<file path="src/cachePkg.sv">
// Shared widths and types for the two-way set-associative data cache
// Address layout is fixed here so the address union has a known shape
package cachePkg;

    // Geometry of the cache and its buses
    localparam int addrBits = 32;
    localparam int wordBits = 64;
    localparam int wordsPerLine = 8;
    localparam int byteOffsetBits = 3;
    localparam int wordSelBits = 3;
    localparam int indexBits = 4;
    localparam int tagBits = addrBits - indexBits - wordSelBits - byteOffsetBits;

    typedef logic [addrBits-1:0] addrT;
    typedef logic [wordBits-1:0] wordT;
    // Word 0 sits at the low end of the line
    typedef logic [wordsPerLine*wordBits-1:0] lineT;
    typedef logic [tagBits-1:0] tagT;
    typedef logic [indexBits-1:0] indexT;
    typedef logic [wordSelBits-1:0] wordSelT;
    typedef logic wayT;

    // Address split, high bits first
    typedef struct packed {
        tagT tag;
        indexT index;
        wordSelT wordSel;
        logic [byteOffsetBits-1:0] byteOffset;
    } cacheAddrFieldsT;

    // Same 32 bits seen as a raw byte address or as cache fields
    typedef union packed {
        addrT raw;
        cacheAddrFieldsT fields;
    } cacheAddrU;

endpackage

</file>
<file path="src/cacheIfs.sv">


interface fillIf;

    // Start strobe and the missing address
    logic fillStart;
    cachePkg::cacheAddrU fillAddr;

    // Completion strobe, line valid with it
    logic fillDone;
    cachePkg::lineT fillLine;

    modport ctrl (
        output fillStart,
        output fillAddr,
        input fillDone,
        input fillLine
    );

    modport fetch (
        input fillStart,
        input fillAddr,
        output fillDone,
        output fillLine
    );

endinterface

</file>
<file path="src/lineFetcher.sv">
// Memory side of the cache
// Requests one line and gathers its eight word beats

module lineFetcher (
    input logic rwArbiterCacheBus,
    input logic reset,
    fillIf.fetch fetch,
    output logic memReqCyc,
    output cachePkg::addrT memReqAddr,
    input logic memReqAck,
    input logic memRespCyc,
    input cachePkg::wordT memRespData
);

    cachePkg::cacheAddrU alignedAddr;
    cachePkg::lineT lineReg;
    cachePkg::wordSelT beatCount;
    logic collecting;

    // Clear word select and byte offset for the line address
    always_comb begin
        alignedAddr = fetch.fillAddr;
        alignedAddr.fields.wordSel = '0;
        alignedAddr.fields.byteOffset = '0;
    end

    always_ff @(posedge rwArbiterCacheBus) begin
        if (reset) begin
            memReqCyc <= 1'b0;
            collecting <= 1'b0;
            beatCount <= '0;
            fetch.fillDone <= 1'b0;
        end else begin
            fetch.fillDone <= 1'b0;
            // Request held until memory acks
            if (fetch.fillStart) begin
                memReqCyc <= 1'b1;
                collecting <= 1'b1;
                beatCount <= '0;
            end else if (memReqCyc && memReqAck) begin
                memReqCyc <= 1'b0;
            end
            if (collecting && memRespCyc) begin
                beatCount <= beatCount + 1'b1;
                if (beatCount == cachePkg::wordSelT'(cachePkg::wordsPerLine - 1)) begin
                    collecting <= 1'b0;
                    fetch.fillDone <= 1'b1;
                end
            end
        end
    end

    // Address and line payload
    always_ff @(posedge rwArbiterCacheBus) begin
        if (fetch.fillStart) begin
            memReqAddr <= alignedAddr.raw;
        end
        if (collecting && memRespCyc) begin
            lineReg[beatCount*cachePkg::wordBits +: cachePkg::wordBits] <= memRespData;
        end
    end

    assign fetch.fillLine = lineReg;

endmodule

</file>
<file path="src/flat_wrapper.sv">
// flat-port wrapper written by rule: the top's interface ports become plain ports
module lineFetcher_flat 
  (rwArbiterCacheBus, reset, memReqCyc, memReqAddr, memReqAck, memRespCyc, memRespData, fetch_fillStart, fetch_fillAddr, fetch_fillDone, fetch_fillLine);
  fillIf fetch_i ();
  input logic rwArbiterCacheBus;
  input logic reset;
  output logic memReqCyc;
  output cachePkg::addrT memReqAddr;
  input logic memReqAck;
  input logic memRespCyc;
  input cachePkg::wordT memRespData;
  input wire logic [$bits(fetch_i.fillStart)-1:0] fetch_fillStart;
  input wire logic [$bits(fetch_i.fillAddr)-1:0] fetch_fillAddr;
  output wire logic [$bits(fetch_i.fillDone)-1:0] fetch_fillDone;
  output wire logic [$bits(fetch_i.fillLine)-1:0] fetch_fillLine;
  assign fetch_i.fillStart = fetch_fillStart;
  assign fetch_i.fillAddr = fetch_fillAddr;
  assign fetch_fillDone = fetch_i.fillDone;
  assign fetch_fillLine = fetch_i.fillLine;
  lineFetcher u_core (.rwArbiterCacheBus(rwArbiterCacheBus), .reset(reset), .fetch(fetch_i), .memReqCyc(memReqCyc), .memReqAddr(memReqAddr), .memReqAck(memReqAck), .memRespCyc(memRespCyc), .memRespData(memRespData));
endmodule
</file>
<file path="config.mk">
export PLATFORM = sky130hd
export DESIGN_NAME = lineFetcher_flat
export DESIGN_NICKNAME = d
export VERILOG_FILES = /design/src/cachePkg.sv /design/src/cacheIfs.sv /design/src/lineFetcher.sv /design/src/flat_wrapper.sv
export SDC_FILE = /design/constraint.sdc
export NUM_CORES = 1
export LEC_CHECK = 0
export ABC_AREA = 1
export ABC_CLOCK_PERIOD_IN_PS = 4460
export BUFFER_PORTS_ARGS = -buffer_cell sky130_fd_sc_hd__buf_2
export CORE_AREA = 2 2 251 253
export DETAILED_ROUTE_END_ITERATION = 7
export DIE_AREA = 0 0 253 255
export SLEW_MARGIN = 25
export SYNTH_ARGS = -nofsm -noshare
export SYNTH_HDL_FRONTEND = slang
export SYNTH_SLANG_ARGS = --single-unit
</file>
<file path="constraint.sdc">
create_clock -name rwArbiterCacheBus -period 4.46 [get_ports rwArbiterCacheBus]
set_input_delay 0.446 -clock rwArbiterCacheBus [delete_from_list [all_inputs] [get_ports rwArbiterCacheBus]]
set_output_delay 0.446 -clock rwArbiterCacheBus [all_outputs]
set_load 0.005 [all_outputs]
</file>
==> results.txt <==
----------------------------------------------------
[Floorplanning]
  Placeable core area ... roughly 62000 µm²
  Die ar. ... 64500 µm²
  Vertical extent of the die ... 255 µm
  Initial core utilization ... 33.0%
  Row count ... 92
  Die outline width ... 253 µm
  Io pins ... approximately 650

[Detailed routing]
  Initial detailed-routing violation count ... 1663
  Detailed-route wire length ... between 80000 and 90000 µm
  Remaining design rule violation count ... 0
  Pre-antenna DRT Iters ... 8
  Average vias per placed instance ... 5.00
  Average wire per cell in the routed design ... 27.7 µm
  Residual antenna-violating net count after detailed routing ... 0
  Via total after detailed routing ... 15200

[Placement]
  Placed Area ... roughly 25000 µm²
  Count of buffers from port buffering ... 634
  Final weighted congestion in routability-driven placement ... 0.817
  Placed wire-length estimate after detailed placement ... 56800 µm
  Worst Setup Slack post-DPL ... 1.39 ns

[STA]
  Pins Over Slew Limit ... 0
  Worst hold slack ... 0.0454 ns
  Highest clock rate ... 337 MHz
  Final setup margin ... 1.49 ns
  Worst clock skew ... 0.0161 ns
  Transition time at the pin with the least slew margin ... 0.995 ns
  Unrepaired setup endpoints after global routing ... no
  Setup total negative slack ... 0 ns
  Time the worst path needs with I/O delays and setup ... 2.97 ns
  Max-Slew Margin vs Limit ... 33.5%
  # setup viols final ... 0
  Final critical-path share of the clock period ... between 60 and 70%
  Final count of hold timing violations ... 0

[Logic synthesis]
  Warnings, synthesis ... 0
  Post-synthesis cell count ... between 1500 and 2000
  Number of synthesized register bits ... 544
  Cell variety after synth ... 22
  Largest area contributor in the netlist ... edfxtp_1
  Synth Cell Area ... approximately 20000 µm²
  Portion of the post-synthesis area used by sequential elements ... 79.4%
  Top cell type's share of synthesized area ... 78.8%
  Cells taking the most area after synthesis ... edfxtp_1 (79%), nor2_1 (9.6%), nand2_1 (3.6%)
  Post-Syn Area per Cell ... between 10 and 15 µm²

[Critical path]
  Crit path required time ... 4.77 ns
  Most common cell on crit path ... ha_4
  Biggest cell delay along the critical path ... 0.69 ns
  Startpoint kind of the worst setup timing path ... register
  Crit Reg-Reg Startpoint ... u_core.beatCount[1]
  Top cell family by delay on the critical path ... simple AND/OR/NAND/NOR gates
  Critical path cell sequence ... inv_1 -> ha_4 -> ha_4 -> inv_2 -> nand3_1 -> nor2_4 -> buf_4
  Reg-to-reg setup timing slack ... 1.49 ns
  Endpoint class of the critical path ... register
  Cells on worst reg2reg path ... 7
  Type of the worst setup path ... reg2reg
  Critical path buffer and inverter count ... 3
  Worst endpoint data arrival time ... between 3 and 4 ns
  Cell with the largest stage delay on the worst path ... nor2_4
  Reg-to-reg critical path endpoint ... u_core.fetch.fillLine[323]
  Largest fanout on the critical path ... 22

[Hold path]
  Class of the tightest hold or removal check ... in2reg
  Hold-critical path depth ... 1
  Startpoint of the lowest-slack hold path ... fetch_fillAddr[31]
  Terminating pin of the worst hold path ... u_core.memReqAddr[31]

[Power and ir drop]
  Power share of the sequential group ... 51.0%
  Switching Power ... 2.54 mW
  Overall power of the completed layout ... 11.1 mW
  Internal Dissipation ... 8.51 mW
  Power density relative to cell area ... 413 nW/µm²
  Maximum VDD drop ... roughly 270 µV
  Lkg Pwr ... 11.7 nW
  Part of the power in combinational logic ... 5.6%
  Switching share of power ... 23.0%
  Share of total power in the clock network ... 43.4%

[Cells and area]
  Share of post-route cells with drive strength above 1 ... between 30% and 40%
  Area delta synth->final ... 30.6%
  Post-layout instance area ... roughly 27000 µm²
  Post-layout net count ... approximately 2300

[Clock tree]
  Number of buffers added for setup after CTS ... 0
  Total clock buffers created by CTS ... 58
  Sink Count ... ~540
  Clock tree root driver cell ... clkbuf_16
  Latest clock arrival within the worst-skew pair ... between 0.6 and 0.7 ns
  H-tree levels ... 2
  Deepest clock path buffer count ... 3
  Clk pin slew, worst setup/hold paths ... 0.07 ns
  CTS tree ... yes
  Cts hold-fix bufs ... 25
  Number of instances resized during post-cts repair ... 0

[GRT]
  Pin count of the biggest net entering global routing ... 129
  All-Layer GR Usage ... between 20% and 30%
  Number of antenna violations at the first check in global routing ... 14
  Wire length of the first global-routing pass ... 111000 µm
  Via count of the first global-routing pass ... 14400
  GRT Residual Overflow ... 0

[Job]
  Total of max-cap violations ... 0

[Run status]
  Result of the run ... finished, final reports clean

----------------------------------------------------
-- cells in the final DEF (no fill, tap or decap), drive strengths merged --
master       Yosys  layout
inv             14      15
nor2           526     526
nor3             1       1
ha               5       5
diode            0       3
edfxtp         538     538
conb             1       6
clkbuf          16      81
clkinvlp         0       2
buf             92     675
a21oi            4       4
dfxtp            6       6
nand3          138     138
nand2          202     202
o22ai            1       1
clkinv           0      21
bufinv           0       4
dlygate4sd3      0      25
-- cell type report --
| cell class | count | area (µm²) |
|---|---|---|
| well taps | 799 | 1000 |
| inverters | 14 | 55.1 |
| multi-input cells | 883 | 3680 |
| diodes | 3 | 7.51 |
| fillers | 5833 | 35400 |
| clock buffers | 81 | 1620 |
| repair buffers | 700 | 3880 |
| flip-flops and latches | 544 | 16300 |
| clock inverters | 28 | 236 |
-- Yosys cell counts, drive strengths merged --
cell    instances
inv            14
nand3         138
a21oi           4
nand2         202
clkbuf         16
nor2          526
nor3            1
ha              5
edfxtp        538
buf            92
conb            1
dfxtp           6
o22ai           1
-- how the worst max path moves through the flow --
stage / startpoint / end / slack, ns / depth (start not counted)
6_report: u_core.beatCount[1] / u_core.fetch.fillLine[323] / 1.49 / 7
5_1_grt: u_core.beatCount[1] / u_core.fetch.fillLine[344] / 1.33 / 7
4_1_cts: u_core.beatCount[1] / u_core.fetch.fillLine[344] / 1.42 / 7
3_5_place_dp: memRespCyc / u_core.fetch.fillLine[298] / 1.39 / 6
3_3_place_gp: memRespCyc / u_core.fetch.fillLine[298] / 1.40 / 6
2_1_floorplan: u_core.beatCount[0] / u_core.fetch.fillLine[384] / -0.27 / 9
-- cells by family after synthesis --
logic type	after synthesis	share of synthesized area [%]
adders and majority gates	5	0.305
buffers and inverters	122	3.22
AOI/OAI and AO/OA	5	0.128
DFF	544	79.4
and+or+nand+nor	867	16.9
other	1	0.0183
-- stage by stage --
step	util [%]	instances
floorplan	-	1549
global placement	39.6	2915
detailed placement	39.6	2915
CTS	43.0	3049
global route	43.0	3049
finish	43.0	3052
-- power by group through the flow --
stage               Sequential, mW  Combinational, mW  Clock (mW)
CTS                           5.63              0.629        4.85
detailed placement            5.74              0.611           0
global placement              5.74              0.603           0
global route                  5.64              0.660        5.02
finish                        5.63              0.624        4.79
floorplan                     5.75              0.233           0
-- state kept, by name (all words and copies together), names as in the netlist --
signal,flops
u_core.fetch.fillLine,512
u_core.beatCount,3
u_core.collecting,1
u_core.fetch.fillDone,1
u_core.memReqAddr,26
u_core.memReqCyc,1
-- routing by layer --
metal / track usage (%) / vias up / share of wire (%)
met5: 0 / - / 0.032
met4: 11.0 / 4 / 4.5
met3: 5.98 / 155 / 11
met2: 41.9 / 975 / 48
met1: 31.5 / 7493 / 36
li1: - / 6622 / -
(Power assumes the default switching activity.)
