<file path="src/cachePkg.sv">
// Shared widths and types for the two-way set-associative data cache
// Address layout is fixed here so the address union has a known shape
package cachePkg;

    // Geometry of the cache and its buses
    localparam int addrBits = 32;
    localparam int wordBits = 64;
    localparam int wordsPerLine = 8;
    localparam int byteOffsetBits = 3;
    localparam int wordSelBits = 3;
    localparam int indexBits = 4;
    localparam int tagBits = addrBits - indexBits - wordSelBits - byteOffsetBits;

    typedef logic [addrBits-1:0] addrT;
    typedef logic [wordBits-1:0] wordT;
    // Word 0 sits at the low end of the line
    typedef logic [wordsPerLine*wordBits-1:0] lineT;
    typedef logic [tagBits-1:0] tagT;
    typedef logic [indexBits-1:0] indexT;
    typedef logic [wordSelBits-1:0] wordSelT;
    typedef logic wayT;

    // Address split, high bits first
    typedef struct packed {
        tagT tag;
        indexT index;
        wordSelT wordSel;
        logic [byteOffsetBits-1:0] byteOffset;
    } cacheAddrFieldsT;

    // Same 32 bits seen as a raw byte address or as cache fields
    typedef union packed {
        addrT raw;
        cacheAddrFieldsT fields;
    } cacheAddrU;

endpackage

</file>
<file path="src/cacheIfs.sv">
// Internal links of the data cache
// coreIf carries the accepted request and the response word
// fillIf carries a line fill request and the assembled line

interface coreIf;

    // Request side, from the core port
    logic reqValid;
    cachePkg::cacheAddrU reqAddr;

    // Response side, from the controller
    logic respValid;
    cachePkg::wordT respWord;

    modport port (
        output reqValid,
        output reqAddr,
        input respValid,
        input respWord
    );

    modport ctrl (
        input reqValid,
        input reqAddr,
        output respValid,
        output respWord
    );

endinterface


</file>
<file path="src/coreSidePort.sv">
// Core side of the cache
// Accepts one read at a time, acknowledges it and registers the response

module coreSidePort (
    input logic rwArbiterCacheBus,
    input logic reset,
    input logic reqCyc,
    input cachePkg::addrT reqAddr,
    output logic reqAck,
    output logic respCyc,
    output cachePkg::wordT respData,
    coreIf.port core
);

    // Set while a request is open
    logic busy;
    logic accept;

    // New requests only between accesses
    assign accept = reqCyc && !busy;

    // Control flops
    always_ff @(posedge rwArbiterCacheBus) begin
        if (reset) begin
            busy <= 1'b0;
            reqAck <= 1'b0;
            core.reqValid <= 1'b0;
            respCyc <= 1'b0;
        end else begin
            // Ack and internal strobe go out together
            reqAck <= accept;
            core.reqValid <= accept;
            if (accept) begin
                busy <= 1'b1;
            end else if (core.respValid) begin
                busy <= 1'b0;
            end
            respCyc <= core.respValid;
        end
    end

    // Address and response payload
    always_ff @(posedge rwArbiterCacheBus) begin
        if (accept) begin
            // Held stable until the response
            core.reqAddr.raw <= reqAddr;
        end
        if (core.respValid) begin
            respData <= core.respWord;
        end
    end

endmodule

</file>
<file path="src/flat_wrapper.sv">
// flat-port wrapper written by rule: the top's interface ports become plain ports
module coreSidePort_flat 
  (rwArbiterCacheBus, reset, reqCyc, reqAddr, reqAck, respCyc, respData, core_reqValid, core_reqAddr, core_respValid, core_respWord);
  coreIf core_i ();
  input logic rwArbiterCacheBus;
  input logic reset;
  input logic reqCyc;
  input cachePkg::addrT reqAddr;
  output logic reqAck;
  output logic respCyc;
  output cachePkg::wordT respData;
  output wire logic [$bits(core_i.reqValid)-1:0] core_reqValid;
  output wire logic [$bits(core_i.reqAddr)-1:0] core_reqAddr;
  input wire logic [$bits(core_i.respValid)-1:0] core_respValid;
  input wire logic [$bits(core_i.respWord)-1:0] core_respWord;
  assign core_reqValid = core_i.reqValid;
  assign core_reqAddr = core_i.reqAddr;
  assign core_i.respValid = core_respValid;
  assign core_i.respWord = core_respWord;
  coreSidePort u_core (.rwArbiterCacheBus(rwArbiterCacheBus), .reset(reset), .reqCyc(reqCyc), .reqAddr(reqAddr), .reqAck(reqAck), .respCyc(respCyc), .respData(respData), .core(core_i));
endmodule
</file>
<file path="config.mk">
export PLATFORM = sky130hd
export DESIGN_NAME = coreSidePort_flat
export DESIGN_NICKNAME = d
export VERILOG_FILES = /design/src/cachePkg.sv /design/src/cacheIfs.sv /design/src/coreSidePort.sv /design/src/flat_wrapper.sv
export SDC_FILE = /design/constraint.sdc
export NUM_CORES = 1
export LEC_CHECK = 0
export BUFFER_PORTS_ARGS = -buffer_cell sky130_fd_sc_hd__buf_2
export CELL_PAD_IN_SITES_DETAIL_PLACEMENT = 2
export CELL_PAD_IN_SITES_GLOBAL_PLACEMENT = 2
export CORE_MARGIN = 10
export CORE_UTILIZATION = 29
export CTS_CLUSTER_DIAMETER = 80
export DETAILED_ROUTE_END_ITERATION = 8
export GPL_ROUTABILITY_DRIVEN = 0
export PLACE_DENSITY = 0.83
export SLEW_MARGIN = 20
export SYNTH_ARGS = -nofsm -noshare
export SYNTH_HDL_FRONTEND = slang
export SYNTH_SLANG_ARGS = --single-unit
</file>
<file path="constraint.sdc">
create_clock -name rwArbiterCacheBus -period 3.45 [get_ports rwArbiterCacheBus]
set_input_delay 0.5175 -clock rwArbiterCacheBus [delete_from_list [all_inputs] [get_ports rwArbiterCacheBus]]
set_output_delay 0.5175 -clock rwArbiterCacheBus [all_outputs]
set_load 0.1 [all_outputs]
</file>
==> results of run 1 <==
## power by group
part	total (W)	switching [W]	internal, W
logic	0.000792	0.000697	0.0000949
registers	0.00144	0.0000247	0.00142
clock network	0.000703	0.000371	0.000332
## sequential cells by signal (all words and copies together) (netlist names)
name / cells
u_core.core.reqValid: 1
u_core.core.reqAddr: 32
u_core.respCyc: 1
u_core.busy: 1
u_core.respData: 64
## stage by stage
stage / total power [W] / setup WS, ns / utilization (%)
after floorplan: 0.00210 / 1.58 / -
after global placement: 0.00225 / 1.57 / 40.7
after detailed placement: 0.00227 / 1.47 / 40.7
after CTS: 0.00298 / 1.65 / 42.6
after global routing: 0.00305 / 1.71 / 42.6
final: 0.00294 / 1.77 / 42.6
## cell usage in the layout (no fill, tap or decap)
cell	instances
bufinv_16	1
a21oi_2	1
buf_2	198
dfxtp_1	3
nor2b_1	1
nor2_1	1
clkbuf_8	9
or2b_1	1
diode_2	1
clkinv_1	1
nand2b_2	1
clkinv_2	1
buf_4	1
inv_2	1
edfxtp_1	96
clkinvlp_4	2
clkbuf_1	2
## worst reg2reg max path, delay by kind of cell, from the launching register on
| kind | cells | cell delay [ns] |
|---|---|---|
| buffers and inverters | 1 | 0.49 |
| flip-flops | 1 | 0.32 |
| AND/OR/NAND/NOR | 1 | 0.20 |
## metal layers
layer  up-vias  track usage (%)  share of wire, %
met5         -                0              0.19
met4         2             5.37               1.7
met3        16             7.49                14
met2       138             22.2                51
met1       890             12.1                33
li1        836                -                 -
## worst paths after layout
check | end | slack [ns]
worst min register to register | u_core.busy | 0.56
worst max-delay path | respData[20] | 1.77
worst min-delay path | u_core.respData[33] | 0.33
worst max register to register | u_core.core.reqAddr[18] | 2.07
## cell type report
cell class	instances	share of cell area (%)
clock buffers	11	3.03
repair buffers	199	23.0
diodes	1	0.0577
inverters	1	0.0865
multi-input cells	5	0.808
flip-flops and latches	99	67.8
well taps	136	3.92
clock inverters	5	1.24
## cells by family after synthesis
logic type	synth area share, %
buffers and inverters	0.377
DFF	98.5
AOI/OAI and AO/OA	0.293
and+or+nand+nor	0.879
==> metrics.cfg, run 1 <==
[status]
outcome = finished, final reports clean

[logic_synthesis]
yosysTopAreaCellShare_pct = 96.4
ys_top_cells_by_count = edfxtp_1 (96), dfxtp_1 (3)
synth-seq-area-share_pct = 98.5
synthDistinctLibCells = 9
synth_most_common_cell = edfxtp_1
synth_area_mm2 = 0.00299
ys_warn_count = 0
synth_seq_cells = 99
netlist_instances = 106
synth_nets = 206
yosys.area.top_type = edfxtp_1
ys.flop_type = edfxtp_1
synth_area_leaders = edfxtp_1 (96%), dfxtp_1 (2.0%), a21oi_2 (0.29%), nand2b_2 (0.29%), buf_4 (0.25%)
async_reset_ff_share_pct = 0
synth-edff-count = 96
avgSynthCellArea_um2 = 28.2

[clock_tree]
cts-root-buf = clkbuf_8
cts_resized = 0
cts.path.max_buffers = 2
cts.clk_slew.worst_paths_ns = 0.09
cts_sinks = 99
numCtsBuffers = 9
cts_hold_repair.buffers = 0
postCtsSetupRepairBufs = 0
htree_levels = 3
cts_tree = yes
clk-insertion-delay-late_ns = 0.35

[place]
dpl.cell_count = 440
dp_hpwl_mm = 8.03
placed_area_mm2 = 0.00415
port_buffers = 198

[floorplanning]
die_h_um = 122
fp.coreArea_mm2 = 0.0102
io_pins = 199
start_util_pct = 29.3
die_x_um = 122
rows = 37
fp.dieArea_mm2 = 0.0148

[sta]
clock_skew_ns = 0.00255
finalCriticalPeriod_ns = 1.68
hold_violations = 0
rsz0062_at_grt = false
setup_tns_ns = 0
period_share_pct = 48.7
slew_headroom_pct = 56.5
finalSetupViolCount = 0
fmax_mhz = 595
tightestPinTransition_ns = 0.651
fin_hold_ws_ns = 0.335
drv_slew = 0

[layout]
register_area_mm2 = 0.00294
multi_input_area_um2 = 35.0
fill_cells = 1040
drive_gt1_share_pct = 67.2
layout.cells.non_filler = 457
stdcell_area_mm2 = 0.00434
area_delta_synth_final_pct = 45.1
layout.nets = 415

[detailed_routing]
totalWireLength_mm = 9.60
antenna_left = 0
firstDrtPassIters = 4
avgViaCountPerCell = 4.12
routedWlPerCell_um = 21.0
vias = 1882
route.detailed.drc = 0
drt-initial-drc-count = 130

[setup_path]
worstPathCellList = buf_2
crit_family = buffers and inverters
crit_fanout = 1
end_kind = output port
cp_num_cells = 1
worstPathArrival_ns = 1.16
reg2reg_depth = 2
startpoint = u_core.respData[20]
start_kind = register
cp_num_buf_inv = 1
required_ns = 2.93
slowest_stage = buf_2
critical_path_class = reg -> out
reg2reg_from = u_core.busy
slowest_delay_ns = 0.45

[global_route]
track_usage_pct = 12.8
grt_max_degree = 46
grt_pass1_wl_mm = 13.8
globalRouteOverflowTotal = 0
antenna_found_initial = 2
grt_pass1_vias = 2240

[pwr]
p_per_area_mw_per_mm2 = 677
worst_ir_drop_vdd_mv = 0.249
power_leakage_nw = 1.85

[min_path]
hp-start = core_respWord[33]
hold_path.class = in -> reg
whs_path_depth = 1

[run]
drv_cap = 0

Note: power is estimated with default switching activity, not from simulation.
==> inputs of run 2 (changes only) <==
- CORE_UTILIZATION: 29 -> 24
- PLACE_DENSITY: 0.83 -> 0.74
- clock period: 3.45 -> 1.45 ns (I/O delays scaled with it)
==> metrics.cfg, run 2 (synthesis results as in run 1) <==
[global_route]
antenna_found_initial = 5  ; was 2
grt_pass1_vias = 2155  ; was 2240
globalRouteOverflowTotal = 0  ; unchanged
grt_pass1_wl_mm = 13.9  ; was 13.8 mm
track_usage_pct = 10.9  ; was 12.8%
grt_max_degree = 33  ; was 46

[pwr]
p_per_area_mw_per_mm2 = 1670  ; was 677 mW/mm2
power_leakage_nw = 1.92  ; was 1.85 nW
finalPower_w = 0.00758  ; was 0.00294 W
worst_ir_drop_vdd_mv = 0.922  ; was 0.249 mV

[setup_path]
worstPathCellList = buf_2  ; unchanged
cp_num_buf_inv = 1  ; unchanged
slowest_stage = buf_2  ; unchanged
start_kind = register  ; unchanged
crit_fanout = 1  ; unchanged
critical_path_class = reg -> out  ; unchanged
reg2reg_depth = 3  ; was 2
regToRegEndpoint = u_core.core.reqAddr[16]  ; was u_core.core.reqAddr[18]
worstPathArrival_ns = 1.13  ; was 1.16 ns
crit_family = buffers and inverters  ; unchanged
required_ns = 1.23  ; was 2.93 ns
reg2reg_from = u_core.busy  ; unchanged
r2r_slack_ns = 0.32  ; was 2.07 ns
slowest_delay_ns = 0.44  ; was 0.45 ns
end_kind = output port  ; unchanged

[sta]
finalSetupViolCount = 0  ; unchanged
finalCriticalPeriod_ns = 1.34
fmax_mhz = 744
drv_slew = 0  ; unchanged
hold_violations = 0  ; unchanged
period_share_pct = 92.7
setup_tns_ns = 0  ; unchanged
rsz0062_at_grt = false  ; unchanged
setup_slack_ns = 0.105  ; was 1.77 ns
slew_headroom_pct = 65.8  ; was 56.5%
fin_hold_ws_ns = 0.0462  ; was 0.335 ns
tightestPinTransition_ns = 0.517  ; was 0.651 ns
clock_skew_ns = 0.00199  ; was 0.00255 ns

[detailed_routing]
totalWireLength_mm = 9.53  ; was 9.60 mm
drt-initial-drc-count = 32  ; was 130
vias = 1918  ; was 1882
route.detailed.drc = 0  ; unchanged
avgViaCountPerCell = 3.87  ; was 4.12
firstDrtPassIters = 4  ; unchanged
antenna_left = 0  ; unchanged
routedWlPerCell_um = 19.3  ; was 21.0 um

[status]
outcome = finished, final reports clean  ; unchanged

[floorplanning]
fp.dieArea_mm2 = 0.0173  ; was 0.0148 mm2
start_util_pct = 24.7  ; was 29.3%
io_pins = 199  ; unchanged
fp.coreArea_mm2 = 0.0121  ; was 0.0102 mm2
die_h_um = 132  ; was 122 um
rows = 40  ; was 37
die_x_um = 132  ; was 122 um

[clock_tree]
cts.path.max_buffers = 2  ; unchanged
cts_tree = yes  ; unchanged
htree_levels = 3  ; unchanged
cts_sinks = 99  ; unchanged
clk-insertion-delay-late_ns = 0.34  ; was 0.35 ns
postCtsSetupRepairBufs = 0  ; unchanged
cts_hold_repair.buffers = 0  ; unchanged
cts.clk_slew.worst_paths_ns = 0.06  ; was 0.09 ns
numCtsBuffers = 9  ; unchanged
cts-root-buf = clkbuf_16  ; was clkbuf_8
cts_resized = 0  ; unchanged

[min_path]
whs_path_depth = 1  ; unchanged
hp-start = core_respWord[46]  ; was core_respWord[33]
hold_path.class = in -> reg  ; unchanged
worstHoldEndpoint = u_core.respData[46]  ; was u_core.respData[33]

[layout]
top_register = u_core.respData  ; unchanged
area_delta_synth_final_pct = 52.2  ; was 45.1%
stdcell_area_mm2 = 0.00455  ; was 0.00434 mm2
largest_reg_flops = 64  ; unchanged
fill_cells = 1240  ; was 1040
top_regs = u_core.respData x64, u_core.core.reqAddr x32  ; unchanged
layout_commonest_cell = buf_2  ; unchanged
layout.nets = 419  ; was 415
layout_common_cells = buf_2 (198), edfxtp_1 (96), clkbuf_16 (9), buf_12 (3)  ; was buf_2 (198), edfxtp_1 (96), clkbuf_8 (9), dfxtp_1 (3)
drive_gt1_share_pct = 67.5  ; was 67.2%

[place]
port_buffers = 198  ; unchanged
pre_cts_ws_ns = 0.294  ; was 1.47 ns
dp_hpwl_mm = 7.87  ; was 8.03 mm
placed_area_mm2 = 0.00426  ; was 0.00415 mm2

[run]
drv_cap = 0  ; unchanged

==> run 2: cell count changes in the layout (fill, tap and decap cells not counted), moves of 3 or more <==
cell / previous run / this run
clkbuf_16: 0 / 9
diode_2: 1 / 4
clkbuf_8: 9 / 0
buf_12: 0 / 3
==> run 2: worst reg2reg max path: cells and delay by family (launching register included) <==
family / cells / cell delay, ns
simple gates: 1 / 0.21
buf+inv: 2 / 0.29
flops: 1 / 0.30
==> run 2: worst max-delay path by stage <==
stage                                    from                     end  slack [ns]  cells after the start
after floorplan                   u_core.busy  u_core.core.reqAddr[0]        0.18                      2
after global placement         core_respValid      u_core.respData[0]        0.32                      2
after detailed placement       core_respValid      u_core.respData[0]        0.29                      2
after CTS                  u_core.respData[6]             respData[6]        0.07                      1
after global routing      u_core.respData[59]            respData[59]        0.05                      1
final                     u_core.respData[59]            respData[59]        0.11                      1
==> run 2: stage by stage <==
| step | instances | util [%] |
|---|---|---|
| after floorplan | 106 | - |
| after global placement | 476 | 35.2 |
| after detailed placement | 476 | 35.2 |
| after CTS | 491 | 37.5 |
| after global routing | 493 | 37.5 |
| final | 495 | 37.6 |
==> run 2: power breakdown <==
group / total, W / switching (W) / internal, W
registers: 0.00342 / 0.0000496 / 0.00337
clock network: 0.00225 / 0.000935 / 0.00131
logic: 0.00191 / 0.00167 / 0.000247
==> run 2: metal layers <==
metal  track usage, %  routed length, um  vias up
li1                 -                  -      853
met1             10.9               3530      904
met2             16.9               4530      150
met3             8.61               1380        9
met4             3.58                 82        2
met5                0                 13        -
==> run 2: area by class of cell <==
class                   count  area [um2]  area share, %
inverters                   1        7.51          0.165
repair buffers            203        1070           23.4
clock inverters             4        42.5          0.935
flip-flops and latches     99        2940           64.7
well taps                 168         210           4.62
diodes                      4        10.0          0.220
clock buffers              11         233           5.12
multi-input cells           5        35.0          0.770
