$ cat src/cachePkg.sv
// Shared widths and types for the two-way set-associative data cache
// Address layout is fixed here so the address union has a known shape
package cachePkg;

    // Geometry of the cache and its buses
    localparam int addrBits = 32;
    localparam int wordBits = 64;
    localparam int wordsPerLine = 8;
    localparam int byteOffsetBits = 3;
    localparam int wordSelBits = 3;
    localparam int indexBits = 4;
    localparam int tagBits = addrBits - indexBits - wordSelBits - byteOffsetBits;

    typedef logic [addrBits-1:0] addrT;
    typedef logic [wordBits-1:0] wordT;
    // Word 0 sits at the low end of the line
    typedef logic [wordsPerLine*wordBits-1:0] lineT;
    typedef logic [tagBits-1:0] tagT;
    typedef logic [indexBits-1:0] indexT;
    typedef logic [wordSelBits-1:0] wordSelT;
    typedef logic wayT;

    // Address split, high bits first
    typedef struct packed {
        tagT tag;
        indexT index;
        wordSelT wordSel;
        logic [byteOffsetBits-1:0] byteOffset;
    } cacheAddrFieldsT;

    // Same 32 bits seen as a raw byte address or as cache fields
    typedef union packed {
        addrT raw;
        cacheAddrFieldsT fields;
    } cacheAddrU;

endpackage

$ cat src/tagStore.sv
// Tag arrays for both ways
// Reads are delayed by sramLatency cycles and flagged with tagReady

module tagStore #(
    parameter int sramLatency = 2
) (
    input logic rwArbiterCacheBus,
    input logic reset,
    input cachePkg::indexT index,
    input logic tagRead,
    input logic tagWrite,
    input cachePkg::wayT writeWay,
    input cachePkg::tagT writeTag,
    output cachePkg::tagT readTag0,
    output cachePkg::tagT readTag1,
    output logic tagReady
);

    localparam int cntBits = $clog2(sramLatency + 1);

    cachePkg::tagT tagWay0 [0:(1 << cachePkg::indexBits)-1];
    cachePkg::tagT tagWay1 [0:(1 << cachePkg::indexBits)-1];

    // Zero means no read in progress
    logic [cntBits-1:0] waitCount;

    always_ff @(posedge rwArbiterCacheBus) begin
        if (reset) begin
            waitCount <= '0;
        end else if (tagRead) begin
            waitCount <= cntBits'(sramLatency);
        end else if (waitCount != '0) begin
            waitCount <= waitCount - 1'b1;
        end
    end

    // Last count of the delay
    assign tagReady = (waitCount == cntBits'(1));

    // Registered read like a sync SRAM, index is stable during lookup
    always_ff @(posedge rwArbiterCacheBus) begin
        readTag0 <= tagWay0[index];
        readTag1 <= tagWay1[index];
        if (tagWrite) begin
            if (writeWay) begin
                tagWay1[index] <= writeTag;
            end else begin
                tagWay0[index] <= writeTag;
            end
        end
    end

endmodule

$ cat config.mk
export PLATFORM = sky130hd
export DESIGN_NAME = tagStore
export DESIGN_NICKNAME = d
export VERILOG_FILES = /design/src/cachePkg.sv /design/src/tagStore.sv
export SDC_FILE = /design/constraint.sdc
export NUM_CORES = 1
export LEC_CHECK = 0
export BUFFER_PORTS_ARGS = -buffer_cell sky130_fd_sc_hd__buf_4
export CORE_MARGIN = 3
export CORE_UTILIZATION = 50
export CTS_CLUSTER_SIZE = 16
export DETAILED_ROUTE_END_ITERATION = 8
export GPL_TIMING_DRIVEN = 0
export PLACE_DENSITY = 0.69
export REMOVE_ABC_BUFFERS = 1
export SLEW_MARGIN = 20
export SYNTH_ARGS = -nofsm -noshare
export SYNTH_HDL_FRONTEND = slang
export SYNTH_SLANG_ARGS = --single-unit
$ cat constraint.sdc
create_clock -name rwArbiterCacheBus -period 2.6 [get_ports rwArbiterCacheBus]
set_clock_uncertainty 0.1 [all_clocks]
set_input_delay 0.26 -clock rwArbiterCacheBus [delete_from_list [all_inputs] [get_ports rwArbiterCacheBus]]
set_output_delay 0.26 -clock rwArbiterCacheBus [all_outputs]
set_load 0.005 [all_outputs]
==> results of run 1 <==
synth_stat cells (all sizes together):
library cell / count / share of area
a21oi: 1 / 0.00018
a22oi: 88 / 0.024
and2: 1 / 0.00023
buf: 37 / 0.0087
clkbuf: 25 / 0.0034
dfxtp: 46 / 0.034
edfxtp: 704 / 0.77
mux4: 176 / 0.14
nand2: 48 / 0.0066
nand2b: 2 / 0.00046
nand3: 4 / 0.00073
nand4: 1 / 0.00023
nor2: 35 / 0.0048
nor2b: 6 / 0.0014
nor4b: 1 / 0.00032
or2: 1 / 0.00023
area by class of cell:
cell class | instances | area (µm²) | share of cell area
flip-flops and latches | 750 | 22100 | 0.677
clock inverters | 24 | 158 | 0.00484
clock buffers | 112 | 2190 | 0.0673
repair buffers | 151 | 2000 | 0.0614
diodes | 1 | 2.50 | 0.0000768
well taps | 696 | 871 | 0.0267
multi-input cells | 364 | 5300 | 0.163
critical path, cell delays in order:
cell and delay, ns:
buf_8 0.20, buf_16 0.35, buf_16 0.41, nand4_1 0.53, nor2_4 0.53, buf_16 0.22
cells by family after synthesis:
| group | after synthesis |
|---|---|
| multiplexers | 176 |
| AND/OR/NAND/NOR | 99 |
| AO/OA/AOI/OAI | 89 |
| buffers and inverters | 62 |
| flip-flops | 750 |
routing by layer:
layer,vias up,wire [µm]
met4,0,1900
met5,-,0
met2,473,27700
met3,129,3460
met1,6766,23800
li1,5319,-
worst paths after layout:
kind | cells past startpoint | from | slack [ns] | to
hold / removal | 4 | index[1] | 0.1 | readTag0[0]
setup / recovery | 6 | index[1] | 0.18 | tagWay1[7][4]
setup reg to reg | 3 | tagWay1[11][13] | 1.11 | readTag1[13]
hold reg to reg | 1 | waitCount[0] | 0.35 | waitCount[0]
report_power, final:
part	leakage (nW)	switching [mW]	total (mW)	internal, mW
logic	2.55	0.662	1.21	0.552
registers	6.73	0.0566	13.5	13.4
clock network	1.14	4.29	10.3	6.02
timing repair:
| item | 4_1_cts | 5_1_grt |
|---|---|---|
| endpoints found under the hold margin | 706 | 0 |
| setup buffers | 0 | 7 |
| setup endpoints to repair | 0 | 50 |
| hold buffers | 25 | 0 |
state kept, by name, indices dropped and copies added (netlist names):
name and flops:
readTag0 22, tagWay0 352, tagWay1 352, readTag1 22, waitCount 2
cells in the final DEF (no fill, tap or decap), types with 25 or more instances in the layout:
cell type	n
nor2_4	33
edfxtp_1	704
dfxtp_1	46
clkbuf_16	81
a22oi_1	88
nand2_1	48
buf_4	78
clkbuf_1	26
buf_16	30
mux4_2	176
dlygate4sd3_1	25
==> results.cfg, run 1 <==
[timing]
fin_crit_ns = 2.42
fin_ws_ns = 0.183
hold_viol = 0
finalSetupTns_ns = 0
setup_violations = 0
worst_slew_pin_slew_ns = 0.946
max-slew-margin-rel = 0.370
whs_ns = 0.0963
fmax_ghz = 0.414
rsz0062_at_grt = false
period_share = 0.930
maxSlewViolCount = 0

[global_route]
use_met1 = 0.296
met2_usage = 0.317
grt_pass1_vias = 13300
met3_usage = 0.0365
grt_antenna_before_repair = 0
grt_pass1_wl_mm = 85.5
grtUsageTotal = 0.205
grt_max_degree = 87
busiest_layer = met2
gr-total-overflow = 0

[clock_tree]
cts_htree_levels = 3
cts_sinks = 750
cts_made_buffers = 76
clk_latency_ns = 0.60
root_buffer = clkbuf_16
path_clk_slew_ns = 0.06
tritoncts = yes
clockBufferDepth = 3
ctsResizeCount = 0

[floorplanning]
die_area_um2 = 57700
core_um2 = 54000
start_util = 0.508
ios = 76
dieWidth_um = 240
die_h_um = 240
row_count = 85

[finish]
fillers = 3685
fin_area_um2 = 32600
area_growth_syn_to_layout_pct = 18.8
instances_no_fill = 2098
drive_above_1_share = 0.310
utilization = 0.603
finalNetCount = 1374

[place]
placed_area_um2 = 29900
dp_hpwl_mm = 31.9
port_buffers = 75
dpl.cell_count = 1929
pre_cts_ws_ns = -0.579
gp_congestion = 0.682

[routing]
drc_errors = 0
wl_per_cell_um = 27.1
wl_mm = 56.9
initialDrtViolationCount = 1481
drt_pass1_iterations = 5
vias_per_cell = 6.05
vias = 12700
drtAntennaViolNets = 0

[worst_hold_path]
hp-class = in -> reg

[worst_setup_path]
arrival_ns = 2.62
start_kind = input port
cp_max_fo = 86
cp.required_ns = 2.80
path_class = in -> reg
end_kind = register

[power_and_ir_drop]
power_mw = 25.0
p_per_area_nw_per_um2 = 767
p_leak_nw = 10.4
peakVddDrop_mv = 0.516

[yosys]
yosysUniqueCellTypes = 18
synth_xor_xnor_area_share = 0
yosysSeqAreaShare = 0.804
yosysWarnings = 0
synthMuxAreaShare = 0.144
synthSimpleGateAreaFrac = 0.0149
synth_top_family_by_area = multiplexers
synth_compound_gate_area_share = 0.0243
netlist_area_um2 = 27400
syn_avg_cell_area_um2 = 23.3
ys_ff_latch = 750
synthAdderAreaFrac = 0
netlist_instances = 1176

[outcome]
status = complete, no violations

[job]
cap_violations = 0
Power figures use the tool's default switching activity.
==> run 2, diff against run 1 <==
--- a/config.mk
+++ b/config.mk
@@ -5,12 +5,12 @@
 export SDC_FILE = /design/constraint.sdc
 export NUM_CORES = 1
 export LEC_CHECK = 0
+export ABC_AREA = 1
 export BUFFER_PORTS_ARGS = -buffer_cell sky130_fd_sc_hd__buf_4
 export CORE_MARGIN = 3
 export CORE_UTILIZATION = 50
 export CTS_CLUSTER_SIZE = 16
 export DETAILED_ROUTE_END_ITERATION = 8
-export GPL_TIMING_DRIVEN = 0
 export PLACE_DENSITY = 0.69
 export REMOVE_ABC_BUFFERS = 1
 export SLEW_MARGIN = 20
==> results.cfg, run 2 <==
[worst_setup_path]
cp_max_fo = 43
r2r-start = tagWay1[15][9]
end_kind = register
path_class = in -> reg
path_buf_inv = 3
arrival_ns = 1.82
start_kind = input port
crit_slowest_cell = nand2_1
crit_path_max_incr_delay_ns = 0.40
crit_chain = buf_8 > inv_8 > nand2_1 > nor3_2 > buf_4
crit_start = index[0]
cp_top_family = buffers and inverters
cp.required_ns = 2.76

[worst_hold_path]
hold_start = index[1]
hp-class = in -> reg

[yosys]
synth_top_area_frac = 0.696
yosysSeqAreaShare = 0.726
synthTopCellsByCount = nand2_1, edfxtp_1, inv_1
async_flop_share = 0
yosysWarnings = 0
synth_edf_count = 704
synth_ff_type = edfxtp_1
netlist_area_um2 = 30400
ys_ff_latch = 750
synth_top_family_by_area = simple AND/OR/NAND/NOR gates
netlist_instances = 2921
yosysMostFrequentCell = nand2_1
synthAdderAreaFrac = 0
synthSimpleGateAreaFrac = 0.241
syn_avg_cell_area_um2 = 10.4
synth_compound_gate_area_share = 0.000165
yosys.area.top_type = edfxtp_1
synthMuxAreaShare = 0
yosysUniqueCellTypes = 13
synth_xor_xnor_area_share = 0
synth.area.top_cells = edfxtp_1, nand2_1, dfxtp_1, buf_2, inv_1

[floorplanning]
die_area_um2 = 63700
core_um2 = 59600
row_count = 89
dieWidth_um = 252
die_h_um = 252
start_util = 0.510
ios = 76

[global_route]
grt_pass1_wl_mm = 109
gr-total-overflow = 0
grtUsageTotal = 0.221
grt_antenna_before_repair = 0
grt_pass1_vias = 19700
grt_max_degree = 145

[place]
dpl.cell_count = 3712
port_buffers = 75
gp_congestion = 0.796
dp_hpwl_mm = 38.6

[finish]
finalNetCount = 3075
layout_commonest_cell = nand2_1
area_growth_syn_to_layout_pct = 14.9
drive_above_1_share = 0.0939
largest_registers = tagWay0 (352), tagWay1 (352)
final_cell_mix = nand2_1, edfxtp_1, buf_4, inv_1, clkbuf_16
instances_no_fill = 3882
n_antenna_cell = 0

[routing]
drt_pass1_iterations = 5
vias_per_cell = 5.15
vias = 20000
wl_per_cell_um = 17.9
initialDrtViolationCount = 1734
drtAntennaViolNets = 0
wl_mm = 69.5
drc_errors = 0

[timing]
fmax_ghz = 0.602
hold_viol = 0
rsz0062_at_grt = false
maxSlewViolCount = 0
fin_crit_ns = 1.66
period_share = 0.639
worst_slew_pin_slew_ns = 0.802
setup_violations = 0
finalSetupTns_ns = 0
max-slew-margin-rel = 0.466

[clock_tree]
cts_htree_levels = 3
clk_latency_ns = 0.62
cts_made_buffers = 78
root_buffer = clkbuf_16
clockBufferDepth = 3
path_clk_slew_ns = 0.06
cts_sinks = 750
tritoncts = yes

[job]
cap_violations = 0

[power_and_ir_drop]
p_leak_nw = 14.7
peakVddDrop_mv = 0.569
power_mw = 25.7
p_per_area_nw_per_um2 = 737

[outcome]
status = complete, no violations
-- run 2: through the flow --
stage          hold slack (ns)   util  instance area [µm²]  worst slack, ns
4_1_cts                  0.191  0.586                34900            0.965
3_3_place_gp             0.328  0.540                32200            0.405
5_1_grt                  0.245  0.586                34900            0.891
3_5_place_dp             0.336  0.540                32200            0.322
2_1_floorplan            0.232      -                29700            -3.24
6_report                 0.225  0.586                34900            0.940
-- run 2: area by class of cell --
| cell class | instances | area (µm²) |
|---|---|---|
| clock buffer | 115 | 2200 |
| clock inverter | 30 | 262 |
| tap | 773 | 967 |
| inverter | 97 | 377 |
| multi-input combinational | 1939 | 7500 |
| timing repair buffer | 178 | 1550 |
| sequential | 750 | 22100 |
| fill | 4759 | 24700 |
-- run 2: worst register-to-register path, cell delays in order (launching register included) --
cell	delay, ns
edfxtp_1	0.37
nand2_1	0.08
nand2_1	0.08
nand2_1	0.07
nand2_1	0.07
nand2_1	0.10
nand2_1	0.08
inv_1	0.12
nand2_1	0.08
-- run 2: worst paths after layout --
kind	end	slack, ns	cells past startpoint
max reg2reg	readTag1[9]	1.33	8
min	readTag1[15]	0.22	8
min reg2reg	waitCount[0]	0.36	2
max	tagWay1[6][1]	0.94	5
-- run 2: cells by family (layout without fill, tap and decap cells) --
| logic type | Yosys count | in the layout |
|---|---|---|
| AND/OR/NAND/NOR | 1938 | 1938 |
| buffers and inverters | 232 | 420 |
| flip-flops | 750 | 750 |
| AO/OA/AOI/OAI | 1 | 1 |
-- run 2: metal layers --
metal | vias to the layer above | track usage | routed length, µm
met3 | 129 | 0.0283 | 3960
li1 | 9627 | - | -
met1 | 9590 | 0.298 | 29700
met4 | 0 | 0.0733 | 1810
met2 | 632 | 0.376 | 34000
met5 | - | 0 | 0
-- run 2: repair_timing --
| item | in CTS | in global routing |
|---|---|---|
| hold buffers | 25 | 0 |
| setup buffers | 0 | 0 |
| hold endpoints to repair | 634 | 0 |
| resized for setup | 0 | 0 |
-- run 2: power by group --
group,leakage (nW),internal [mW],switching (mW)
sequential,6.73,13.4,0.0643
combinational,6.81,0.466,1.09
clock,1.19,6.26,4.41
total,14.7,20.1,5.57
==> run 3, diff against run 2 <==
--- a/config.mk
+++ b/config.mk
@@ -11,7 +11,7 @@
 export CORE_UTILIZATION = 50
 export CTS_CLUSTER_SIZE = 16
 export DETAILED_ROUTE_END_ITERATION = 8
-export PLACE_DENSITY = 0.69
+export PLACE_DENSITY = 0.66
 export REMOVE_ABC_BUFFERS = 1
 export SLEW_MARGIN = 20
 export SYNTH_ARGS = -nofsm -noshare
==> constraint.sdc (replaced) <==
create_clock -name rwArbiterCacheBus -period 1.6 [get_ports rwArbiterCacheBus]
set_clock_uncertainty 0.1 [all_clocks]
set_input_delay 0.16 -clock rwArbiterCacheBus [delete_from_list [all_inputs] [get_ports rwArbiterCacheBus]]
set_output_delay 0.16 -clock rwArbiterCacheBus [all_outputs]
set_load 0.005 [all_outputs]
==> results.cfg, run 3 (same netlist as run 2, synthesis figures left out) <==
[timing]
setup_violations = 0
fin_ws_ns = 0.169
fin_crit_ns = 1.43
maxSlewViolCount = 0
period_share = 0.894
rsz0062_at_grt = false
hold_viol = 0
finalSetupTns_ns = 0
worst_slew_pin_slew_ns = 0.485
fmax_ghz = 0.699
whs_ns = 0.0586
max-slew-margin-rel = 0.677

[worst_setup_path]
path_class = reg -> out
cp_max_fo = 2
end_kind = primary output
crit_chain = inv_1 > nor2_1 > buf_4
crit_path_max_incr_delay_ns = 0.32
arrival_ns = 1.17
start_kind = register
worst_r2r_path_depth = 3
crit_slowest_cell = dfxtp_1
cp.required_ns = 1.34

[floorplanning]
dieWidth_um = 252
die_h_um = 252
die_area_um2 = 63700
row_count = 89
core_um2 = 59600
ios = 76
start_util = 0.510

[clock_tree]
path_clk_slew_ns = 0.05
cts_htree_levels = 3
tritoncts = yes
clockBufferDepth = 3
cts_sinks = 750
cts_setup_buffers = 0
ctsResizeCount = 0
root_buffer = clkbuf_16
clk_latency_ns = 0.62
cts_made_buffers = 77

[job]
cap_violations = 0

[routing]
drt_pass1_iterations = 5
wl_mm = 74.7
drc_errors = 0
wl_per_cell_um = 19.0
drtAntennaViolNets = 0
vias = 20300
vias_per_cell = 5.17
initialDrtViolationCount = 1719

[finish]
final_cell_mix = nand2_1, edfxtp_1, buf_4, inv_1, clkbuf_16
layout_commonest_cell = nand2_1
area_growth_syn_to_layout_pct = 18.3
finalNetCount = 3121
n_antenna_cell = 0
instances_no_fill = 3925
drive_above_1_share = 0.110
largest_registers = tagWay0 (352), tagWay1 (352)

[global_route]
gr-total-overflow = 0
grt_pass1_vias = 20100
busiest_layer = met2
grt_max_degree = 74
grt_pass1_wl_mm = 115
grtUsageTotal = 0.237
use_met1 = 0.318
grt_antenna_before_repair = 1
met3_usage = 0.0365
met2_usage = 0.399

[place]
pre_cts_ws_ns = -0.0635
gp_congestion = 0.784
port_buffers = 75
dp_hpwl_mm = 41.9
dpl.cell_count = 3759

[power_and_ir_drop]
p_per_area_nw_per_um2 = 1180
peakVddDrop_mv = 0.887
p_leak_nw = 15.2

[outcome]
status = complete, no violations

[worst_hold_path]
hold_depth = 9
hp-class = in -> reg
[run 3: worst paths after layout]
| kind | start | to | slack (ns) |
|---|---|---|---|
| max | waitCount[0] | tagReady | 0.17 |
| min | index[0] | readTag1[17] | 0.06 |
| min reg2reg | waitCount[1] | waitCount[0] | 0.37 |
| max reg2reg | waitCount[1] | waitCount[1] | 0.34 |
[run 3: critical path: cells and delay by family (launching register included)]
| family | cells | cell delay, ns |
|---|---|---|
| and+or+nand+nor | 1 | 0.08 |
| buffers and inverters | 2 | 0.16 |
| DFF | 1 | 0.32 |
[run 3: area by class of cell]
cell class	count	area, µm²
clock inverter	28	280
fill	4730	23700
multi-input combinational	1939	7500
tap	773	967
timing repair buffer	225	2540
sequential	750	22100
clock buffer	113	2200
inverter	97	377
[run 3: per-layer routing]
layer / vias up / share of wire / wire length (µm)
met1: 9727 / 0.42 / 31300
met3: 155 / 0.064 / 4760
li1: 9715 / - / -
met4: 0 / 0.028 / 2080
met5: - / 0 / 0
met2: 706 / 0.49 / 36600
[run 3: timing repair]
item / CTS / global route
endpoints found under the setup margin: 0 / 0
endpoints found under the hold margin: 706 / 0
hold buffers: 25 / 0
[run 3: per-stage QoR]
step	power (mW)	instance area (µm²)	utilization
finish	42.3	35900	0.603
global route	43.8	35900	0.603
CTS	42.6	35900	0.603
detailed placement	25.1	33200	0.557
global placement	25.0	33200	0.557
floorplan	23.5	29700	-
[run 3: report_power, final]
group | total, mW | internal (mW) | switching [mW]
sequential | 21.9 | 21.8 | 0.0977
clock | 17.6 | 10.4 | 7.24
combinational | 2.79 | 0.947 | 1.84
total | 42.3 | 33.1 | 9.18
